[src/hdl/rv64_consts.svh]
`ifndef RV64_CONSTS_SVH
`define RV64_CONSTS_SVH

// ----------------------------------------
// Datapath sizes.
// ----------------------------------------

// Integer register and data word width.
`define XLEN        64

// Number of integer registers, x0 included.
`define NUM_REGS    32

// Register index width.
`define REG_ADDR_W  5

// Raw immediate field, instruction bits 31 down to 7.
`define IMM_FIELD_W 25

// ----------------------------------------
// RV64I major opcodes, bits 6:0.
// ----------------------------------------

// Memory access.
`define OPC_LOAD    7'b0000011
`define OPC_STORE   7'b0100011

// Control transfer.
`define OPC_BRANCH  7'b1100011
`define OPC_JAL     7'b1101111
`define OPC_JALR    7'b1100111

// Upper immediate forms.
`define OPC_LUI     7'b0110111
`define OPC_AUIPC   7'b0010111

// Arithmetic, immediate and register forms.
`define OPC_OP_IMM  7'b0010011
`define OPC_OP      7'b0110011

// CSR access and environment calls.
`define OPC_SYSTEM  7'b1110011

`endif

[src/hdl/rv64_isa_pkg.sv]
`include "rv64_consts.svh"

package rv64_isa_pkg;

    // ----------------------------------------
    // Plain vector types.
    // ----------------------------------------

    // Integer data word.
    typedef logic [ `XLEN - 1:0 ] word_t;

    // Fetched instruction, always 32 bits.
    typedef logic [ 31:0 ] instr_t;

    // Register file index.
    typedef logic [ `REG_ADDR_W - 1:0 ] reg_addr_t;

    // Instruction bits 31:7 as one field.
    typedef logic [ `IMM_FIELD_W - 1:0 ] imm_field_t;

    // ----------------------------------------
    // Immediate layout select.
    // ----------------------------------------

    // Encodings 6 and 7 are unused.
    typedef enum logic [ 2:0 ] {
        IMM_I   = 3'd0,
        IMM_S   = 3'd1,
        IMM_B   = 3'd2,
        IMM_J   = 3'd3,
        IMM_U   = 3'd4,
        IMM_CSR = 3'd5
    } imm_fmt_t;

endpackage

[src/hdl/decode_ctrl_pkg.sv]
package decode_ctrl_pkg;

    // Second ALU operand select.
    typedef enum logic {
        ALU_SRC_REG = 1'b0,
        ALU_SRC_IMM = 1'b1
    } alu_src_t;

    // Source of the value written back to rd.
    typedef enum logic [ 1:0 ] {
        RES_ALU = 2'd0,
        RES_MEM = 2'd1,
        RES_PC4 = 2'd2,
        RES_IMM = 2'd3
    } result_src_t;

    // Coarse ALU operation class.
    // Execute refines FUNCT with funct3 and funct7.
    typedef enum logic [ 1:0 ] {
        ALU_ADD     = 2'd0,
        ALU_SUB_CMP = 2'd1,
        ALU_FUNCT   = 2'd2,
        ALU_PASS    = 2'd3
    } alu_class_t;

endpackage

[src/hdl/extend_imm.sv]
`timescale 1ns/1ns
`include "rv64_consts.svh"

module extend_imm
    import rv64_isa_pkg::*;
(
    // Layout select from the decoder.
    input  imm_fmt_t   i_imm_fmt,

    // Instruction bits 31:7.
    input  imm_field_t i_imm,

    // Extended immediate.
    output word_t      o_imm_ext
);

    // Field bit holding instruction bit 31.
    localparam int SIGN_BIT = `IMM_FIELD_W - 1;

    word_t imm_i;
    word_t imm_s;
    word_t imm_b;
    word_t imm_j;
    word_t imm_u;
    word_t imm_csr;

    // ----------------------------------------
    // Layouts, field bit k is instr bit k+7.
    // ----------------------------------------

    // I: instr[31:20].
    assign imm_i = { { (`XLEN - 12) { i_imm[ SIGN_BIT ] } }, i_imm[ 24:13 ] };

    // S: instr[31:25] and instr[11:7].
    assign imm_s = { { (`XLEN - 12) { i_imm[ SIGN_BIT ] } }, i_imm[ 24:18 ], i_imm[ 4:0 ] };

    // B: bit 11 sits at instr[7]; offset is even.
    assign imm_b = { { (`XLEN - 12) { i_imm[ SIGN_BIT ] } }, i_imm[ 0 ],
                     i_imm[ 23:18 ], i_imm[ 4:1 ], 1'b0 };

    // J: bit 20 comes from the sign fill.
    assign imm_j = { { (`XLEN - 20) { i_imm[ SIGN_BIT ] } }, i_imm[ 12:5 ],
                     i_imm[ 13 ], i_imm[ 23:14 ], 1'b0 };

    // U: instr[31:12] shifted up, upper word sign-filled.
    assign imm_u = { { (`XLEN - 32) { i_imm[ SIGN_BIT ] } }, i_imm[ 24:5 ], 12'b0 };

    // CSR uimm: instr[19:15], zero-filled.
    assign imm_csr = { { (`XLEN - 5) { 1'b0 } }, i_imm[ 12:8 ] };

    // Format mux; unused codes give zero.
    always_comb begin
        case ( i_imm_fmt )
            IMM_I:   o_imm_ext = imm_i;
            IMM_S:   o_imm_ext = imm_s;
            IMM_B:   o_imm_ext = imm_b;
            IMM_J:   o_imm_ext = imm_j;
            IMM_U:   o_imm_ext = imm_u;
            IMM_CSR: o_imm_ext = imm_csr;
            default: o_imm_ext = '0;
        endcase
    end

endmodule

[src/hdl/main_decoder.sv]
`timescale 1ns/1ns
`include "rv64_consts.svh"

module main_decoder
    import rv64_isa_pkg::*;
    import decode_ctrl_pkg::*;
(
    // Instruction fields.
    input  logic [ 6:0 ] i_opcode,
    input  logic [ 2:0 ] i_funct3,

    // Immediate layout for the extender.
    output imm_fmt_t     o_imm_fmt,

    // Write and flow controls.
    output logic         o_reg_write,
    output logic         o_mem_write,
    output logic         o_branch,
    output logic         o_jump,

    // Execute controls.
    output alu_src_t     o_alu_src,
    output result_src_t  o_result_src,
    output alu_class_t   o_alu_class,

    // Unsupported encoding.
    output logic         o_illegal
);

    always_comb begin
        // Defaults, a harmless no-op.
        o_imm_fmt    = IMM_I;
        o_reg_write  = 1'b0;
        o_mem_write  = 1'b0;
        o_branch     = 1'b0;
        o_jump       = 1'b0;
        o_alu_src    = ALU_SRC_REG;
        o_result_src = RES_ALU;
        o_alu_class  = ALU_ADD;
        o_illegal    = 1'b0;

        case ( i_opcode )
            // ----------------------------------------
            // Memory access.
            // ----------------------------------------
            `OPC_LOAD: begin
                o_reg_write  = 1'b1;
                o_result_src = RES_MEM;
            end
            `OPC_STORE: begin
                o_imm_fmt   = IMM_S;
                o_mem_write = 1'b1;
            end

            // ----------------------------------------
            // Control transfer.
            // ----------------------------------------
            `OPC_BRANCH: begin
                o_imm_fmt   = IMM_B;
                o_branch    = 1'b1;
                o_alu_class = ALU_SUB_CMP;
            end
            `OPC_JAL: begin
                o_imm_fmt    = IMM_J;
                o_jump       = 1'b1;
                o_reg_write  = 1'b1;
                o_result_src = RES_PC4;
            end
            `OPC_JALR: begin
                // Target is rs1 plus the I immediate.
                o_jump       = 1'b1;
                o_reg_write  = 1'b1;
                o_result_src = RES_PC4;
            end

            // Upper immediates.
            `OPC_LUI: begin
                o_imm_fmt    = IMM_U;
                o_result_src = RES_IMM;
            end
            `OPC_AUIPC: begin
                o_imm_fmt = IMM_U;
            end

            // Arithmetic; funct3/funct7 resolved later.
            `OPC_OP_IMM: begin
                o_alu_class = ALU_FUNCT;
                o_alu_src   = ALU_SRC_IMM;
            end
            `OPC_OP: begin
                o_alu_class = ALU_FUNCT;
            end

            // CSR forms only; funct3 of zero is ecall/ebreak.
            `OPC_SYSTEM: begin
                if ( i_funct3 != 3'b000 ) begin
                    o_imm_fmt   = IMM_CSR;
                    o_reg_write = 1'b1;
                end else begin
                    o_illegal = 1'b1;
                end
            end

            // Unknown opcode.
            default: begin
                o_illegal = 1'b1;
            end
        endcase
    end

endmodule

[src/hdl/register_file.sv]
`timescale 1ns/1ns
`include "rv64_consts.svh"

module register_file
    import rv64_isa_pkg::*;
(
    input  logic      i_clk,
    input  logic      i_rst,

    // Write-back port.
    input  logic      i_we,
    input  reg_addr_t i_waddr,
    input  word_t     i_wdata,

    // Read ports.
    input  reg_addr_t i_raddr1,
    input  reg_addr_t i_raddr2,
    output word_t     o_rdata1,
    output word_t     o_rdata2
);

    // Entry 0 is never written, so x0 stays zero.
    word_t regs [ `NUM_REGS ];

    // Synchronous write, all entries cleared on reset.
    always_ff @( posedge i_clk ) begin
        if ( i_rst ) begin
            for ( int i = 0; i < `NUM_REGS; i++ ) begin
                regs[ i ] <= '0;
            end
        end else if ( i_we && ( i_waddr != '0 ) ) begin
            regs[ i_waddr ] <= i_wdata;
        end
    end

    // Asynchronous reads.
    // No bypass: same-cycle write shows up next cycle.
    assign o_rdata1 = regs[ i_raddr1 ];
    assign o_rdata2 = regs[ i_raddr2 ];

endmodule

[src/hdl/decode_stage.sv]
`timescale 1ns/1ns
`include "rv64_consts.svh"

module decode_stage
    import rv64_isa_pkg::*;
    import decode_ctrl_pkg::*;
(
    input  logic        i_clk,
    input  logic        i_rst,

    // Fetch side, one-cycle strobe.
    input  instr_t      i_instr,
    input  logic        i_instr_valid,

    // Write-back port.
    input  logic        i_wb_we,
    input  reg_addr_t   i_wb_addr,
    input  word_t       i_wb_data,

    // Decode/execute register.
    output logic        o_valid,
    output word_t       o_imm_ext,
    output word_t       o_rs1_data,
    output word_t       o_rs2_data,
    output reg_addr_t   o_rd,
    output logic        o_reg_write,
    output logic        o_mem_write,
    output logic        o_branch,
    output logic        o_jump,
    output logic        o_illegal,
    output alu_src_t    o_alu_src,
    output result_src_t o_result_src,
    output alu_class_t  o_alu_class
);

    imm_fmt_t    imm_fmt;
    word_t       imm_ext;
    word_t       rs1_data;
    word_t       rs2_data;
    logic        reg_write;
    logic        mem_write;
    logic        branch;
    logic        jump;
    logic        illegal;
    alu_src_t    alu_src;
    result_src_t result_src;
    alu_class_t  alu_class;

    // ----------------------------------------
    // Combinational decode.
    // ----------------------------------------

    main_decoder u_main_decoder (
        .i_opcode     ( i_instr[ 6:0 ] ),
        .i_funct3     ( i_instr[ 14:12 ] ),
        .o_imm_fmt    ( imm_fmt ),
        .o_reg_write  ( reg_write ),
        .o_mem_write  ( mem_write ),
        .o_branch     ( branch ),
        .o_jump       ( jump ),
        .o_alu_src    ( alu_src ),
        .o_result_src ( result_src ),
        .o_alu_class  ( alu_class ),
        .o_illegal    ( illegal )
    );

    // Immediate field starts at bit 7.
    extend_imm u_extend_imm (
        .i_imm_fmt ( imm_fmt ),
        .i_imm     ( i_instr[ `IMM_FIELD_W + 6:7 ] ),
        .o_imm_ext ( imm_ext )
    );

    // rs1 at 19:15, rs2 at 24:20.
    register_file u_register_file (
        .i_clk    ( i_clk ),
        .i_rst    ( i_rst ),
        .i_we     ( i_wb_we ),
        .i_waddr  ( i_wb_addr ),
        .i_wdata  ( i_wb_data ),
        .i_raddr1 ( i_instr[ 19:15 ] ),
        .i_raddr2 ( i_instr[ 24:20 ] ),
        .o_rdata1 ( rs1_data ),
        .o_rdata2 ( rs2_data )
    );

    // ----------------------------------------
    // Pipeline register.
    // ----------------------------------------

    // Controls qualified by the strobe; idle cycles read as a bubble.
    always_ff @( posedge i_clk ) begin
        if ( i_rst || !i_instr_valid ) begin
            o_valid      <= 1'b0;
            o_reg_write  <= 1'b0;
            o_mem_write  <= 1'b0;
            o_branch     <= 1'b0;
            o_jump       <= 1'b0;
            o_illegal    <= 1'b0;
            o_alu_src    <= ALU_SRC_REG;
            o_result_src <= RES_ALU;
            o_alu_class  <= ALU_ADD;
        end else begin
            o_valid      <= 1'b1;
            o_reg_write  <= reg_write;
            o_mem_write  <= mem_write;
            o_branch     <= branch;
            o_jump       <= jump;
            o_illegal    <= illegal;
            o_alu_src    <= alu_src;
            o_result_src <= result_src;
            o_alu_class  <= alu_class;
        end
    end

    // Payload, held between strobes.
    always_ff @( posedge i_clk ) begin
        if ( i_instr_valid ) begin
            o_imm_ext  <= imm_ext;
            o_rs1_data <= rs1_data;
            o_rs2_data <= rs2_data;
            o_rd       <= i_instr[ 11:7 ];
        end
    end

endmodule

[config.mk]
export PLATFORM = sky130hd
export DESIGN_NAME = decode_stage
export DESIGN_NICKNAME = d
export VERILOG_FILES = /design/src/hdl/rv64_isa_pkg.sv /design/src/hdl/decode_ctrl_pkg.sv /design/src/hdl/extend_imm.sv /design/src/hdl/main_decoder.sv /design/src/hdl/register_file.sv /design/src/hdl/decode_stage.sv
export VERILOG_INCLUDE_DIRS = /design/src /design/src/hdl
export SDC_FILE = /design/constraint.sdc
export NUM_CORES = 2
export LEC_CHECK = 0
export ABC_AREA = 1
export BUFFER_PORTS_ARGS = -buffer_cell sky130_fd_sc_hd__buf_2
export CORE_MARGIN = 1
export CORE_UTILIZATION = 40
export DETAILED_ROUTE_END_ITERATION = 12
export HOLD_SLACK_MARGIN = 0.02
export SLEW_MARGIN = 10
export SYNTH_ARGS = -nofsm -noshare
export SYNTH_HDL_FRONTEND = slang
export SYNTH_SLANG_ARGS = --single-unit
[constraint.sdc]
create_clock -name i_clk -period 8.5 [get_ports i_clk]
set_input_delay 1.275 -clock i_clk [delete_from_list [all_inputs] [get_ports i_clk]]
set_output_delay 1.275 -clock i_clk [all_outputs]
set_load 0.005 [all_outputs]
# After elaboration in Yosys (flattened, before gate mapping)
# Memories as Yosys holds them, arrays and structs flattened. A register that Yosys moved wholly into a read port is not among the register bits.
# Cells that the tools add are included.
[word_totals] memories=1 input_bits=105 out_inout_bits=208 word_cells=61 mem_bits_ro=0 ram_bits=2048 latch_bits=0 ff_bits=80
[memory_table] memory="u_register_file.regs" depth=32 word_bits=64 rd=2 rd_clocked_by_memory_dff=2 wr=32 line_no="register_file.sv:23" text="word_t regs [ `NUM_REGS ];"
[op_classes] n_mux=22 div_mod_pow=0 mul=0 shift=0 magnitude_cmp=0 n_eq_ne=15 bitwise=0 add_sub_neg=0 reduce_logical=12
[ops] op="$pmux W64 S6" count=1
[ops] op="$mux W64" count=1
[ops] op="$reduce_or A64 Y1" count=1
[ops] op="$eq A7 B7 Y1 const B" count=4
[ops] op="$eq A7 B6 Y1 const B" count=3
[ops] op="$pmux W3 S5" count=1
[ops] op="$eq A7 B5 Y1 const B" count=2
[ops] op="$mux W1" count=13
[ops] op="$reduce_or A9 Y1" count=1
[ops] op="$eq A7 B2 Y1 const B" count=1
[ops] op="$eq A3 B2 Y1 const B" count=2
[ops] op="$eq A3 B3 Y1 const B" count=2
[ops] op="$pmux W2 S3" count=1
[ops] op="$reduce_or A2 Y1" count=3
[ops] op="$mux W5" count=1
[ops] op="$reduce_bool A5 Y1" count=1
[ops] op="$pmux W1 S2" count=2
[ops] op="$pmux W2 S2" count=1
[ops] op="$eq A3 B1 Y1 const B" count=1
[ops] op="$logic_not A3 Y1" count=1
[ops] op="$mux W3" count=1
[ops] op="$reduce_bool A3 Y1" count=1
[ops] op="$reduce_or A3 Y1" count=1
[ops] op="$logic_and A1 B1 Y1" count=1
[ops] op="2 further kinds" count=2

# Depth between registers and ports, before layout
[depth] ltp_word=7 mapped_depth=12 ltp_nobuf=9

# Cells and area by module
# A second synthesis with hierarchy kept.
[unflattened] hier_cells=14134 hier_area_um2=118349.8
[by_module_without_submodules] mod="register_file" n_inst=1 seq_area_each_um2=61499.0 cells_each=13736 area_per_inst_um2=111177.9
[by_module_without_submodules] mod="decode_stage" n_inst=1 seq_area_each_um2=6135.9 cells_each=232 area_per_inst_um2=6263.5
[by_module_without_submodules] mod="extend_imm" n_inst=1 seq_area_each_um2=0.0 cells_each=118 area_per_inst_um2=680.7
[by_module_without_submodules] mod="main_decoder" n_inst=1 seq_area_each_um2=0.0 cells_each=48 area_per_inst_um2=227.7

# Worst setup path before layout
# Ideal clock, no wire load.
[synth_path] kind="input to register" from="in i_wb_addr[1]" to="mem u_register_file.regs[25][0] (netlist bit) (enable)" required_time_ns=7.809 n_path_buf=2 slack_ns=4.372 cell_stages=8 arrival_ns=3.436 cell_sequence="inv_1 > nand2_1 > o21ai_2 > nor3_4 > nand2_1 > buf_2 > buf_2 > nand2_1"
[synth_lines] item="start, declared" line_no="decode_stage.sv:17" text="input reg_addr_t i_wb_addr,"
[synth_lines] item="end, declared" line_no="register_file.sv:23"

==> results.tsv <==
metric	value	unit
relSlewSlack	0.0808	
cts_setup_buffers	0	
drtIter0Drc	17400	
synth-warning-count	0	
finalHoldViolCount	0	
path_class	primary input to flop	
yosysMostFrequentCell	nand2_1	
dr_total_vias	106000	
vdd_drop_max	193	µV
start_kind	primary input	
synth_common_cells	nand2_1 (4805), nand3_1 (3607), edfxtp_1 (2213)	
setup_viol	0	
row_count	197	
rsz0062_at_grt	false	
synthTopCellsByArea	edfxtp_1 (57%), nand3_1 (16%), nand2_1 (15%), nor2_1 (6.5%), clkbuf_1 (3.0%)	
dieArea	0.293	mm²
critPathMaxFanout	45	
worst_pin_slew	1380	ps
syn2layout_area_growth	9.62	%
drt-met1-wl	178000	µm
cts_buffer_depth	4	
cts_buffers	245	
fin_crit_sh	0.578	
yosysSeqAreaShare	0.573	
grt_pass1_wl	685000	µm
synth_cell_type_count	20	
avgSynthCellArea	8.23	µm²
p_leak	51.7	nW
firstDrtPassIters	7	
gr-total-overflow	0	
ys_ff_latch	2223	
postCtsResizedCells	0	
track_usage	0.318	
cts_root_buf	clkbuf_16	
synth-edff-count	2213	
cts_tree	built	
grt_antenna_before_repair	11	
start_util	0.403	
status	complete, no violations	
dp_cells	17300	
powerDensity	210	mW/mm²
die_width	541	µm
layout.cells.non_filler	17700	
max_freq	203	MHz
synthFlopType	edfxtp_1	
whs	563	ps
drive_above_1_share	0.0653	
route.detailed.drc	0	
ioPinCount	313	
hp-class	primary input to flop	
wirelength	482000	µm
dr_wl_met3	63200	µm
wire_per_inst	27.2	µm
grt_max_degree	207	
insertion_delay	960	ps
highest_layer	met5	
nFillCells	27800	
grt_pass1_vias	96900	
via_per_inst	5.99	
htreeDepth	4	
period_minus_slack	4910	ps
numPortBuffers	312	
core_area	0.289	mm²
fin_nets	13700	
cp.arrival	5410	ps
drt.antenna.violating_nets	0	
syn_area	0.116	mm²
dp_hpwl	239000	µm
cp-end-kind	flop	
synth_top_area_frac	0.571	
finalClockSkew	96.3	ps
drv_slew	0	
synth_top_area_cell	edfxtp_1	
die_h	541	µm
cts_hold_buf	0	
cts.clk_slew.worst_paths	60	ps
dr_wl_met2	210000	µm
cp_data_required_time	8990	ps
tns	0	ps
syn_inst	14100	
rrSetupSlack	6750	ps
cap_violations	0	
synthArstFlopShare	0	
gp_congestion	0.844	
clock_sinks	2223	
per-stage QoR:
step | area (µm²) | utilization | worst slack (ps) | power (mW)
global route | 128000 | 0.442 | 3620 | 27.5
CTS | 128000 | 0.442 | 3730 | 26.7
global placement | 120000 | 0.416 | 2820 | 16.4
floorplan | 117000 | - | 4370 | 15.1
detailed placement | 120000 | 0.416 | 2820 | 16.4
finish | 128000 | 0.442 | 3590 | 26.8
kinds of logic (layout without fill, tap and decap cells):
logic type,count (synthesis),after routing,share of synthesized area
AO/OA/AOI/OAI,28,28,0.00126
buffers and inverters,1435,1042,0.0496
flip-flops,2223,2223,0.573
other,1,68,0.0000322
AND/OR/NAND/NOR,10500,10500,0.376
path summary, 6_finish.rpt:
check / startpoint / end / cells past startpoint
worst min register to register: u_register_file.regs[5][56]$_SDFFCE_PN0P_ / o_rs2_data[56]$_DFFE_PP_ / 6
worst max register to register: u_register_file.regs[28][20]$_SDFFCE_PN0P_ / o_rs2_data[20]$_DFFE_PP_ / 8
worst max-delay path: i_rst / u_register_file.regs[7][25]$_SDFFCE_PN0P_ / 7
worst min-delay path: i_instr[8] / o_rd[1]$_DFFE_PP_ / 1
report_power, final:
group | internal [mW] | leakage (nW) | total, mW | switching, mW
registers | 12.7 | 21.2 | 13.1 | 0.337
clock network | 5.84 | 3.70 | 10.5 | 4.64
logic | 0.815 | 26.8 | 3.29 | 2.47
total | 19.4 | 51.7 | 26.8 | 7.45
flip-flops by register name (all words and copies together) (netlist names):
| register | count |
|---|---|
| o_reg_write | 1 |
| o_rs2_data | 64 |
| o_imm_ext | 32 |
| o_illegal | 1 |
| o_rd | 5 |
| o_alu_class | 2 |
| o_result_src | 2 |
| o_jump | 1 |
| o_alu_src | 1 |
| o_valid | 1 |
| u_register_file.regs | 2048 |
| o_rs1_data | 64 |
| o_mem_write | 1 |
placed cells by master, fill, tap and decap left out, types with 64 or more instances in the layout:
cell | netlist | layout
nand3_1 | 3607 | 3607
inv_1 | 103 | 90
conb_1 | 1 | 64
clkbuf_1 | 934 | 64
buf_4 | 33 | 158
nor2_1 | 2017 | 2017
buf_2 | 209 | 300
edfxtp_1 | 2213 | 2213
nand2_1 | 4805 | 4743
clkbuf_16 | 0 | 247
worst max-delay path, cell delays in order:
cell	delay [ps]
buf_6	300
nor2_1	280
o21ai_2	160
nor3_4	710
nand2_4	720
nand2_4	970
buf_4	900
layout make-up:
cell class | count | area, µm² | share of cell area
sequential | 2223 | 66700 | 0.522
multi-input combinational | 10500 | 44700 | 0.350
clock buffer | 314 | 6460 | 0.0506
timing repair buffer | 495 | 3360 | 0.0263
tap | 3880 | 4850 | 0.0380
inverter | 109 | 479 | 0.00376
clock inverter | 124 | 1100 | 0.00861
antenna | 4 | 10.0 | 0.0000785
metal layers:
metal	vias to the layer above	track usage
met2	8318	0.483
li1	46100	-
met3	1606	0.0628
met5	-	0.000986
met4	6	0.181
met1	50000	0.423
No activity file was read; power rests on OpenSTA's default activity.
